===== src/common/parking_pkg.sv =====
// --------------------
// Floor 0 is the entry floor and holds no bays
// Plate zero is reserved to mark an empty bay
// --------------------
`default_nettype none

package parking_pkg;

	typedef logic [15:0] plate_t;
	typedef logic [2:0]  floor_t;

	// Floor in bits 3:1, side in bit 0 (0 left, 1 right)
	typedef logic [3:0]  bay_id_t;

	typedef logic [7:0]  fee_t;
	typedef logic [3:0]  count_t;

	localparam int NUM_FLOORS  = 7;
	localparam int NUM_BAYS    = 14;
	localparam int QUEUE_DEPTH = 8;

	// Top nibble of the plate selects the special classes
	localparam int DISABLED_CLASS = 9;
	localparam int HYBRID_CLASS   = 8;

	// Fee added per cycle parked
	localparam int RATE_DISABLED = 0;
	localparam int RATE_HYBRID   = 1;
	localparam int RATE_STANDARD = 2;

	localparam int FEE_MAX = 255;

	function automatic fee_t fee_rate(plate_t p);
		if (p[15:12] == 4'(DISABLED_CLASS)) begin
			return fee_t'(RATE_DISABLED);
		end
		if (p[15:12] == 4'(HYBRID_CLASS)) begin
			return fee_t'(RATE_HYBRID);
		end
		return fee_t'(RATE_STANDARD);
	endfunction

endpackage

`default_nettype wire


===== src/verilog/request_fifo.sv =====
// --------------------
// Requests arriving while full or with both strobes high are lost
// --------------------
`timescale 1ns/100ps
`default_nettype none

module request_fifo import parking_pkg::*; #(
	parameter int DEPTH = QUEUE_DEPTH
) (
	input  logic   clock,
	input  logic   reset,
	input  logic   park_request,
	input  logic   retrieve_request,
	input  plate_t plate,
	input  logic   pop,
	output logic   job_available,
	output logic   job_is_retrieve,
	output plate_t job_plate,
	output logic   dropped
);

	localparam int PTR_W = $clog2(DEPTH);

	plate_t           plate_mem [DEPTH];
	logic             kind_mem [DEPTH];
	logic [PTR_W-1:0] rd_ptr;
	logic [PTR_W-1:0] wr_ptr;
	logic [PTR_W:0]   count;
	logic             request;
	logic             full;
	logic             push;

	assign request = park_request | retrieve_request;
	assign full    = (count == (PTR_W + 1)'(DEPTH));
	// Exactly one strobe and room left
	assign push    = (park_request ^ retrieve_request) && !full;

	assign job_available   = (count != '0);
	assign job_is_retrieve = kind_mem[rd_ptr];
	assign job_plate       = plate_mem[rd_ptr];

	always_ff @(posedge clock) begin
		if (reset) begin
			rd_ptr  <= '0;
			wr_ptr  <= '0;
			count   <= '0;
			dropped <= 1'b0;
		end else begin
			dropped <= request && !push;
			if (push) begin
				wr_ptr <= (wr_ptr == PTR_W'(DEPTH - 1)) ? '0 : wr_ptr + 1'b1;
			end
			if (pop) begin
				rd_ptr <= (rd_ptr == PTR_W'(DEPTH - 1)) ? '0 : rd_ptr + 1'b1;
			end
			count <= count + (PTR_W + 1)'(push) - (PTR_W + 1)'(pop);
		end
	end

	always_ff @(posedge clock) begin
		if (push) begin
			plate_mem[wr_ptr] <= plate;
			kind_mem[wr_ptr]  <= retrieve_request;
		end
	end

	// Planner only takes a job that is actually queued
	assert property (@(posedge clock) disable iff (reset) pop |-> job_available);

endmodule

`default_nettype wire


===== src/verilog/bay_planner.sv =====
// --------------------
// Decides one cycle after the pop, from the live occupant array
// --------------------
`timescale 1ns/100ps
`default_nettype none

module bay_planner import parking_pkg::*; (
	input  logic    clock,
	input  logic    reset,
	input  logic    job_available,
	input  logic    job_is_retrieve,
	input  plate_t  job_plate,
	input  logic    lift_idle,
	input  plate_t  occupant [NUM_BAYS],
	output logic    pop,
	output logic    trip_start,
	output bay_id_t trip_bay,
	output logic    trip_is_retrieve,
	output plate_t  trip_plate,
	output logic    rejected
);

	logic    pending;
	logic    job_is_retrieve_q;
	plate_t  job_plate_q;
	logic    hit;
	bay_id_t hit_bay;
	logic    odd_free;
	bay_id_t odd_bay;
	logic    even_free;
	bay_id_t even_bay;
	logic    is_suv;
	logic    park_ok;
	bay_id_t park_bay;
	logic    accept;

	assign pop = job_available && lift_idle && !pending;

	always_ff @(posedge clock) begin
		if (reset) begin
			pending <= 1'b0;
		end else begin
			pending <= pop;
		end
	end

	always_ff @(posedge clock) begin
		if (pop) begin
			job_is_retrieve_q <= job_is_retrieve;
			job_plate_q       <= job_plate;
		end
	end

	// Plate lookup, zero never matches since it marks an empty bay
	always_comb begin
		hit     = 1'b0;
		hit_bay = '0;
		for (int i = 0; i < NUM_BAYS; i++) begin
			if (!hit && job_plate_q != '0 && occupant[i] == job_plate_q) begin
				hit     = 1'b1;
				hit_bay = bay_id_t'(i + 2);
			end
		end
	end

	// Lowest free bay per floor parity, index order is floor then side
	always_comb begin
		odd_free  = 1'b0;
		odd_bay   = '0;
		even_free = 1'b0;
		even_bay  = '0;
		for (int i = 0; i < NUM_BAYS; i++) begin
			if (occupant[i] == '0) begin
				// Index pairs 0-1 sit on floor 1, 2-3 on floor 2 and so on
				if (((i / 2) % 2) == 0 && !odd_free) begin
					odd_free = 1'b1;
					odd_bay  = bay_id_t'(i + 2);
				end else if (((i / 2) % 2) == 1 && !even_free) begin
					even_free = 1'b1;
					even_bay  = bay_id_t'(i + 2);
				end
			end
		end
	end

	assign is_suv = job_plate_q[0];

	// Sedans spill onto odd floors only once the even floors are full
	assign park_ok  = is_suv ? odd_free : (even_free || odd_free);
	assign park_bay = (is_suv || !even_free) ? odd_bay : even_bay;

	assign accept = job_is_retrieve_q ? hit : (job_plate_q != '0 && !hit && park_ok);

	assign trip_start       = pending && accept;
	assign rejected         = pending && !accept;
	assign trip_bay         = job_is_retrieve_q ? hit_bay : park_bay;
	assign trip_is_retrieve = job_is_retrieve_q;
	assign trip_plate       = job_plate_q;

endmodule

`default_nettype wire


===== src/lift/lift_controller.sv =====
// --------------------
// One floor per cycle, always returns to floor 0 before the next trip
// --------------------
`timescale 1ns/100ps
`default_nettype none

module lift_controller import parking_pkg::*; (
	input  logic    clock,
	input  logic    reset,
	input  logic    trip_start,
	input  bay_id_t trip_bay,
	input  logic    trip_is_retrieve,
	input  plate_t  trip_plate,
	output logic    lift_idle,
	output floor_t  current_floor,
	output logic    done,
	output logic    done_is_retrieve,
	output bay_id_t done_bay,
	output plate_t  done_plate
);

	typedef enum logic [1:0] {
		IDLE,
		ASCEND,
		DESCEND
	} state_t;

	state_t  state;
	bay_id_t target_bay;
	logic    target_is_retrieve;
	plate_t  target_plate;
	floor_t  target_floor;

	assign target_floor = target_bay[3:1];

	always_ff @(posedge clock) begin
		if (reset) begin
			state         <= IDLE;
			current_floor <= '0;
		end else begin
			case (state)
				IDLE: begin
					if (trip_start) begin
						state         <= ASCEND;
						current_floor <= floor_t'(1);
					end
				end
				ASCEND: begin
					if (current_floor == target_floor) begin
						// Store or pick happens this cycle, head back down
						current_floor <= current_floor - floor_t'(1);
						state         <= (current_floor == floor_t'(1)) ? IDLE : DESCEND;
					end else begin
						current_floor <= current_floor + floor_t'(1);
					end
				end
				DESCEND: begin
					current_floor <= current_floor - floor_t'(1);
					if (current_floor == floor_t'(1)) begin
						state <= IDLE;
					end
				end
				default: begin
					state <= IDLE;
				end
			endcase
		end
	end

	// Trip details held for the whole journey
	always_ff @(posedge clock) begin
		if (state == IDLE && trip_start) begin
			target_bay         <= trip_bay;
			target_is_retrieve <= trip_is_retrieve;
			target_plate       <= trip_plate;
		end
	end

	assign lift_idle        = (state == IDLE);
	assign done             = (state == ASCEND) && (current_floor == target_floor);
	assign done_is_retrieve = target_is_retrieve;
	assign done_bay         = target_bay;
	assign done_plate       = target_plate;

	// Planner must wait for the lift to come home
	assert property (@(posedge clock) disable iff (reset) trip_start |-> state == IDLE);

endmodule

`default_nettype wire


===== src/verilog/bay_store.sv =====
// --------------------
// Fee saturates at FEE_MAX and is reported the cycle after a pick
// --------------------
`timescale 1ns/100ps
`default_nettype none

module bay_store import parking_pkg::*; (
	input  logic    clock,
	input  logic    reset,
	input  logic    done,
	input  logic    done_is_retrieve,
	input  bay_id_t done_bay,
	input  plate_t  done_plate,
	output plate_t  occupant [NUM_BAYS],
	output fee_t    fee,
	output logic    fee_valid,
	output count_t  empty_suv,
	output count_t  empty_sedan
);

	fee_t       fee_count [NUM_BAYS];
	fee_t       fee_next [NUM_BAYS];
	logic [3:0] bay_index;
	logic       store;
	logic       pick;

	// Bay ids start at 2 on floor 1
	assign bay_index = done_bay - 4'd2;
	assign store     = done && !done_is_retrieve;
	assign pick      = done && done_is_retrieve;

	always_ff @(posedge clock) begin
		if (reset) begin
			for (int i = 0; i < NUM_BAYS; i++) begin
				occupant[i] <= '0;
			end
		end else if (done) begin
			occupant[bay_index] <= done_is_retrieve ? '0 : done_plate;
		end
	end

	// Next fee per bay with saturation
	always_comb begin
		logic [8:0] sum;
		for (int i = 0; i < NUM_BAYS; i++) begin
			sum         = {1'b0, fee_count[i]} + {1'b0, fee_rate(occupant[i])};
			fee_next[i] = (sum > 9'(FEE_MAX)) ? fee_t'(FEE_MAX) : sum[7:0];
		end
	end

	always_ff @(posedge clock) begin
		for (int i = 0; i < NUM_BAYS; i++) begin
			if (store && bay_index == 4'(i)) begin
				fee_count[i] <= '0;
			end else if (occupant[i] != '0) begin
				fee_count[i] <= fee_next[i];
			end
		end
	end

	// Pick cycle is charged too, so the fee is rate times the done distance
	always_ff @(posedge clock) begin
		if (pick) begin
			fee <= fee_next[bay_index];
		end
	end

	always_ff @(posedge clock) begin
		if (reset) begin
			fee_valid <= 1'b0;
		end else begin
			fee_valid <= pick;
		end
	end

	// Odd floors hold index pairs 0-1, 4-5, 8-9 and 12-13
	always_comb begin
		empty_suv   = '0;
		empty_sedan = '0;
		for (int i = 0; i < NUM_BAYS; i++) begin
			if (occupant[i] == '0) begin
				if (((i / 2) % 2) == 0) begin
					empty_suv = empty_suv + count_t'(1);
				end else begin
					empty_sedan = empty_sedan + count_t'(1);
				end
			end
		end
	end

	// Planner and lift together must never double park or pick from nothing
	assert property (@(posedge clock) disable iff (reset)
		store |-> occupant[bay_index] == '0);
	assert property (@(posedge clock) disable iff (reset)
		pick |-> occupant[bay_index] != '0);

endmodule

`default_nettype wire


===== src/verilog/parking_tower.sv =====
// --------------------
// Exactly one request strobe per cycle, one trip in flight at a time
// --------------------
`timescale 1ns/100ps
`default_nettype none

module parking_tower import parking_pkg::*; (
	input  logic    clock,
	input  logic    reset,
	input  logic    park_request,
	input  logic    retrieve_request,
	input  plate_t  plate,
	output logic    request_dropped,
	output logic    request_rejected,
	output logic    done,
	output bay_id_t done_bay,
	output fee_t    fee,
	output logic    fee_valid,
	output floor_t  current_floor,
	output logic    lift_idle,
	output count_t  empty_suv,
	output count_t  empty_sedan
);

	logic    job_available;
	logic    job_is_retrieve;
	plate_t  job_plate;
	logic    pop;
	logic    trip_start;
	bay_id_t trip_bay;
	logic    trip_is_retrieve;
	plate_t  trip_plate;
	logic    done_is_retrieve;
	plate_t  done_plate;
	plate_t  occupant [NUM_BAYS];

	request_fifo #(
		.DEPTH(QUEUE_DEPTH)
	) u_request_fifo (
		.clock           (clock),
		.reset           (reset),
		.park_request    (park_request),
		.retrieve_request(retrieve_request),
		.plate           (plate),
		.pop             (pop),
		.job_available   (job_available),
		.job_is_retrieve (job_is_retrieve),
		.job_plate       (job_plate),
		.dropped         (request_dropped)
	);

	bay_planner u_bay_planner (
		.clock           (clock),
		.reset           (reset),
		.job_available   (job_available),
		.job_is_retrieve (job_is_retrieve),
		.job_plate       (job_plate),
		.lift_idle       (lift_idle),
		.occupant        (occupant),
		.pop             (pop),
		.trip_start      (trip_start),
		.trip_bay        (trip_bay),
		.trip_is_retrieve(trip_is_retrieve),
		.trip_plate      (trip_plate),
		.rejected        (request_rejected)
	);

	lift_controller u_lift_controller (
		.clock           (clock),
		.reset           (reset),
		.trip_start      (trip_start),
		.trip_bay        (trip_bay),
		.trip_is_retrieve(trip_is_retrieve),
		.trip_plate      (trip_plate),
		.lift_idle       (lift_idle),
		.current_floor   (current_floor),
		.done            (done),
		.done_is_retrieve(done_is_retrieve),
		.done_bay        (done_bay),
		.done_plate      (done_plate)
	);

	bay_store u_bay_store (
		.clock           (clock),
		.reset           (reset),
		.done            (done),
		.done_is_retrieve(done_is_retrieve),
		.done_bay        (done_bay),
		.done_plate      (done_plate),
		.occupant        (occupant),
		.fee             (fee),
		.fee_valid       (fee_valid),
		.empty_suv       (empty_suv),
		.empty_sedan     (empty_sedan)
	);

endmodule

`default_nettype wire


===== config.mk =====
export PLATFORM = sky130hd
export DESIGN_NAME = parking_tower
export DESIGN_NICKNAME = d
export VERILOG_FILES = /design/src/common/parking_pkg.sv /design/src/verilog/request_fifo.sv /design/src/verilog/bay_planner.sv /design/src/lift/lift_controller.sv /design/src/verilog/bay_store.sv /design/src/verilog/parking_tower.sv
export SDC_FILE = /design/constraint.sdc
export NUM_CORES = 1
export LEC_CHECK = 0
export ABC_AREA = 1
export BUFFER_PORTS_ARGS = -buffer_cell sky130_fd_sc_hd__buf_2
export CAP_MARGIN = 15
export CORE_ASPECT_RATIO = 0.5
export CORE_MARGIN = 3
export CORE_UTILIZATION = 40
export CTS_CLUSTER_DIAMETER = 100
export DETAILED_ROUTE_END_ITERATION = 16
export GPL_TIMING_DRIVEN = 0
export PLACE_DENSITY = 0.57
export SYNTH_ARGS = -nofsm -noshare
export SYNTH_HDL_FRONTEND = slang
export SYNTH_SLANG_ARGS = --single-unit

===== constraint.sdc =====
create_clock -name clock -period 5.1 [get_ports clock]
set_clock_uncertainty 0.1 [all_clocks]
set_input_delay 0.765 -clock clock [delete_from_list [all_inputs] [get_ports clock]]
set_output_delay 0.765 -clock clock [all_outputs]
set_load 0.05 [all_outputs]

Word level (Yosys, flattened, before mapping)
Memory sizes are Yosys's and may differ from the RTL's. A register that Yosys moved wholly into a read port is not among the register bits. Cells that the tools add are included.

Register bits: 271. Bits in writable memories: 248. Bits of input ports: 20. Output and inout port bits: 28. Word-level logic and storage cells: 572. Memories: 3.

Add/sub/neg operators: 33. $lt $le $gt $ge: 16. Eq/ne operators: 65. Muxes and demuxes: 301. Bitwise gates (word level): 17. Reductions and logical operators: 111.

Memories: u_request_fifo.plate_mem (words 8, bits a word 16, rd ports 1, clocked after memory_dff 1, wr ports 1, RTL line request_fifo.sv:24) `plate_t plate_mem [DEPTH];`; u_bay_store.fee_count (words 14, bits a word 8, rd ports 14, clocked after memory_dff 0, wr ports 14, RTL line bay_store.sv:21) `fee_t fee_count [NUM_BAYS];`; u_request_fifo.kind_mem (words 8, bits a word 1, rd ports 1, clocked after memory_dff 1, wr ports 1, RTL line request_fifo.sv:25) `logic kind_mem [DEPTH];`.

Operators with widths (count): $mux W8 (86); $reduce_bool A16 Y1 (15); $bwmux W224 (1); $eq A16 B16 Y1 (14); $logic_not A16 Y1 (14); $mux W4 (49); $mux W1 (146); $eq A4 B4 Y1 const B (35); $add A8 B8 Y9 (14); $gt A9 B8 Y1 const B (14); $demux W16 S4 (1); $logic_and A1 B1 Y1 (54); $add A4 B1 Y4 const B (10); $bmux W8 S4 (1); $mux W16 (2); $logic_not A1 Y1 (20); $mux W3 (6); $eq A4 B3 Y1 const B (4); $or A1 B1 Y1 (15); $mux W2 (7); $add A3 B1 Y3 const B (3); $pmux W3 S3 (1); $eq A4 B2 Y1 const B (2); $eq A3 B3 Y1 const B (2); 24 further kinds (27).

Logic depth before layout (Yosys ltp)
Depth after elaboration: 62. Mapped depth: 24. Mapped depth without buffers: 24.

By module
A second synthesis with hierarchy kept.

Cell total of the unflattened synthesis: 4092. Area, all modules: 31188.7 um2.

By module, submodules not included: bay_store (times used 1, cells an instance 2304, area each 17491.8 um2, seq. area each 8107.8 um2); request_fifo (times used 1, cells an instance 681, area each 6653.9 um2, seq. area each 4364.2 um2); bay_planner (times used 1, cells an instance 1016, area each 5906.9 um2, seq. area each 530.5 um2); lift_controller (times used 1, cells an instance 91, area each 1136.1 um2, seq. area each 730.7 um2).

Worst setup path after synthesis
OpenSTA, ideal clock, no wires.

Kind: reg-to-output. Start point: register u_bay_store.occupant[191] (netlist bit). End point: output port empty_sedan[3]. Arrival: 4.174 ns. Data required time: 4.235 ns. Slack: 0.061 ns. Stages on the path, launching flop included: 16. Path buffers: 0. Path through: dfxtp_1 nor4_1 nand4_1 inv_1 ha_1 or2_2 nand2_1 inv_1 ha_1 nand2_1 nand2_1 ha_1 inv_1 o21ai_1 inv_1 o41ai_1.

Cells in the longest elaborated chain, start to end: 12.

RTL lines: from (decl) (RTL line bay_store.sv:14) `output plate_t occupant [NUM_BAYS],`; from (signal, indexed assignment) (RTL line bay_store.sv:38) `occupant[bay_index] <= done_is_retrieve ? '0 : done_plate;`; $logic_not A16 Y1 * (RTL line bay_store.sv:81) `if (occupant[i] == '0) begin`; $mux W1 * (RTL line bay_store.sv:81); $add A1 B1 Y2 (RTL line bay_store.sv:85) `empty_sedan = empty_sedan + count_t'(1);`; $mux W4 * (RTL line bay_store.sv:81); $add A4 B1 Y4; $mux W4 * (RTL line bay_store.sv:81); $add A4 B1 Y4 (RTL line bay_store.sv:85); $mux W4 * (RTL line bay_store.sv:81); $add A4 B1 Y4; $mux W4 * (RTL line bay_store.sv:81); $add A4 B1 Y4 (RTL line bay_store.sv:85); $mux W4 * (RTL line bay_store.sv:81); to (decl) (RTL line parking_tower.sv:22) `output count_t empty_sedan`.

Mark *: on every way between the ends. The rest lies on a longest branch, timed or not.

Worst setup path after layout
Start point: register u_bay_store.occupant[208] (netlist bit). End point: output port empty_suv[2].

Cells in the longest elaborated chain, start to end: 16.

RTL lines: $logic_not A16 Y1 * (RTL line bay_store.sv:81); $mux W1 * (RTL line bay_store.sv:81); $add A1 B1 Y2 (RTL line bay_store.sv:83) `empty_suv = empty_suv + count_t'(1);`; $mux W4 * (RTL line bay_store.sv:81); $add A4 B1 Y4 (RTL line bay_store.sv:83); $mux W4 * (RTL line bay_store.sv:81); $add A4 B1 Y4 (RTL line bay_store.sv:83); $mux W4 * (RTL line bay_store.sv:81); $add A4 B1 Y4 (RTL line bay_store.sv:83); $mux W4 * (RTL line bay_store.sv:81); $add A4 B1 Y4 (RTL line bay_store.sv:83); $mux W4 * (RTL line bay_store.sv:81); $add A4 B1 Y4 (RTL line bay_store.sv:83); $mux W4 * (RTL line bay_store.sv:81); $add A4 B1 Y4 (RTL line bay_store.sv:83); $mux W4 * (RTL line bay_store.sv:81); to (decl) (RTL line parking_tower.sv:21) `output count_t empty_suv,`.

Marked as above.

==> key figures <==
STA
  – Period utilization: 103%
  – Setup TNS: -0.377 ns
  – RSZ-0062 raised after global routing: true
  – Worst hold slack: 0.323 ns
  – Worst Tran Pin Value: 1.35 ns
  – Rel. slew slack: 9.41%
  – Minimum clock period: 5.27 ns
  – # setup viols final: 3
  – Final Max Tran Viols: 0
  – Final hold violations: 0
  – Post-route setup slack: -0.175 ns
  – FMAX: 190 MHz

Clocking
  – TritonCTS clock tree: built
  – Maximum clock path buffer count: 3
  – Clock sinks: 536
  – CTS root buf: clkbuf_16
  – H-tree levels: 2
  – Clock slew at reported path FFs: 0.07 ns
  – Clock latency on the worst-skew pair: 0.62 ns
  – Total CTS buffers: 50

Synth
  – Unique masters post-synth: 58
  – Avg Inst Size Synth: 8.15 um^2
  – Mapped cell area: 28,400 um^2
  – Top post-synthesis cells by area: edfxtp_1 (31%), dfxtp_1 (17%), nand2_1 (8.6%)
  – Predominant post-synthesis flop cell: edfxtp_1
  – Most common cell in the netlist: nand2_1
  – Number of synthesized flops with an enable pin: 294
  – Synthesized Nets: 3,586
  – Synth Register Bits: 536
  – Share of the synthesized area in the top cell type: 31.1%
  – Post-synth top area cell: edfxtp_1
  – Post-synth top cells: nand2_1 (653), nor2_1 (565), inv_1 (318)
  – Synth warn: 0
  – Seq/Total Area, Yosys: 48.1%
  – Syn Inst Count: 3,488
  – FFs w/ async S/R, synth: 0%

Drt
  – Drt total wl: 99,600 um
  – Routed Antenna Nets: 0
  – DRT Pass-1 Iters: 6
  – Via density per instance: 5.47
  – Routed wire per std cell: 21.6 um
  – Via count: 25,200
  – Residual DRC: 0
  – DR iter-0 viols: 2,873

Power and ir drop
  – Comb power frac: 42.1%
  – Sequential power share: 32.9%
  – Psw: 6.55 mW
  – Pwr Density: 488 nW/um^2
  – Internal power: 9.21 mW
  – Max VDD drop: 0.000620 V
  – Leak: 12.3 nW
  – Switching share of power: 41.6%
  – Clock share of power: 25.0%

Finish
  – Nets@finish: 3,726
  – Fill cells: 6,810
  – # diodes: 0
  – Share of layout cells above drive strength 1: 10.2%
  – Design Area, Final: 32,300 um^2
  – Area grow syn2layout: 13.5%
  – Fin util: 46.3%

Floorplanning
  – Die ar.: 74,500 um^2
  – Initial core utilization: 40.8%
  – Core area: 69,700 um^2
  – Die width: 383 um
  – FP Rows: 68
  – I/O pins: 48
  – Die Y: 195 um

GRT
  – Initial antenna violation count: 2
  – GR peak layer: met2
  – First-pass GRT wire length: 146,000 um
  – Pin count of the biggest net entering global routing: 19
  – Grt met2 use: 39.7%
  – Met3 usage: 4.92%
  – GRT Util Overall: 26.0%
  – Overflow after GRT: 0
  – GR Util met1: 36.9%
  – Vias in the first global route: 23,100

Placement
  – IO buf count: 46
  – Routability congestion estimate: 0.955
  – DP Wirelength: 70,900 um
  – Dpl cell area: 30,100 um^2

Critical path
  – CP max stage cell: dfxtp_1
  – Worst reg-to-reg setup slack: 0.27 ns
  – Kind of start point of the critical path: flop
  – Reg2reg end: u_bay_store.fee_count[1][31]
  – CP arrival: 4.41 ns
  – Critical path origin: u_bay_store.occupant[208]
  – Worst Setup End Kind: primary output
  – Crit-path max cell delay: 0.35 ns
  – Worst path required time: 4.24 ns
  – WS Path Type: reg -> out
  – CP max FO: 3
  – R2R cell count: 13
  – Worst R2R Start: u_lift_controller.done_bay[1]

Status
  – Failing checks: negative setup slack
  – Status: finished with violations

Hold path
  – Worst hold endpoint: u_request_fifo.plate_mem[6][11]
  – Hold path depth: 1
  – Min-delay worst type: in -> reg
  – Worst hold start: plate[11]

Run
  – Number of max-cap violations: 0
[layer usage]
metal,vias up,wire (um)
met1,12100,43700
met2,1094,42900
li1,11900,-
met5,-,20
met3,192,9600
met4,4,3420
[logic make-up (layout without fill, tap and decap cells)]
logic type	count (synthesis)	count (layout)	synth area share [%]
simple gates	1519	1519	22.6
compound gates	679	679	12.9
flops	536	536	48.1
buf+inv	507	686	7.30
xor+xnor	169	169	5.23
fa+ha+maj	78	78	3.83
[area by class of cell]
| class | count | area [um^2] | share of cell area [%] |
|---|---|---|---|
| plain buffers | 158 | 766 | 2.37 |
| repair buffers | 88 | 684 | 2.12 |
| flip-flops and latches | 536 | 13700 | 42.4 |
| multi-input cells | 2445 | 13000 | 40.2 |
| clock buffers | 69 | 1410 | 4.38 |
| inverters | 349 | 1320 | 4.09 |
| well taps | 945 | 1180 | 3.66 |
| clock inverters | 22 | 243 | 0.752 |
[what timing repair did]
| action | 4_1_cts | 5_1_grt |
|---|---|---|
| endpoints found under the setup margin | 6 | 18 |
| gates resized for setup | 58 | 17 |
| setup buffers | 20 | 1 |
| hold buffers | 0 | 0 |
| pin swaps | 23 | 10 |
[worst max-delay path: cells and delay by family (launching register included)]
family                   cells  cell delay [ns]
AND/OR/NAND/NOR             10             0.97
XOR/XNOR                     1             0.19
flip-flops                   1             0.35
AO/OA/AOI/OAI                2             0.31
buffers and inverters        7             0.58
adder cells (fa/ha/maj)      6             1.39
[how the worst max path moves through the flow]
stage,endpoint,slack [ns],depth (start not counted)
global placement,empty_suv[2],-0.37,25
global route,empty_suv[2],-0.32,26
floorplan,empty_sedan[3],0.06,15
CTS,empty_suv[2],-0.15,26
detailed placement,empty_suv[2],-0.52,25
finish,empty_suv[2],-0.17,26
[flip-flops by register name (all words and copies together), names as in the netlist]
name	count
u_lift_controller.state	2
u_request_fifo.dropped	1
u_request_fifo.count	4
u_bay_store.fee_count	112
u_request_fifo.kind_mem	8
u_bay_planner.trip_is_retrieve	1
u_lift_controller.done_bay	4
u_request_fifo.wr_ptr	3
u_bay_store.fee_valid	1
u_lift_controller.current_floor	3
u_bay_store.fee	8
u_request_fifo.rd_ptr	3
u_bay_planner.trip_plate	16
u_request_fifo.plate_mem	128
u_lift_controller.done_is_retrieve	1
u_bay_planner.pending	1
u_lift_controller.done_plate	16
u_bay_store.occupant	224
[placed cells by master (no fill, tap or decap), drive strengths merged, types with 15 or more instances in the layout]
| master | Yosys | routed |
|---|---|---|
| nand2 | 666 | 666 |
| nor2 | 584 | 584 |
| inv | 344 | 345 |
| edfxtp | 294 | 294 |
| a21oi | 278 | 278 |
| o21ai | 269 | 269 |
| dfxtp | 242 | 242 |
| clkbuf | 119 | 189 |
| buf | 39 | 126 |
| nand3 | 110 | 110 |
| xnor2 | 97 | 97 |
| o22ai | 73 | 73 |
| xor2 | 72 | 72 |
| ha | 63 | 63 |
| nor4 | 50 | 50 |
| or2 | 43 | 43 |
| nand4 | 37 | 37 |
| a31oi | 26 | 26 |
| nor3 | 16 | 16 |
| fa | 15 | 15 |
| clkinv | 5 | 15 |
[power groups by stage]
stage | clock [mW] | combinational, mW | sequential [mW]
final | 3.94 | 6.64 | 5.18
after global routing | 4.15 | 7.04 | 5.21
after CTS | 3.98 | 6.49 | 5.18
after detailed placement | 0 | 6.07 | 5.27
after global placement | 0 | 5.97 | 5.27
after floorplan | 0 | 3.90 | 5.29
[stage by stage]
stage               power (mW)  setup WS, ns  cells
finish                    15.8        -0.175   4612
global route              16.4        -0.316   4612
CTS                       15.7        -0.146   4608
detailed placement        11.3        -0.521   4497
global placement          11.2        -0.366   4479
floorplan                 9.20        0.0608   3488
(Power assumes the default switching activity.)
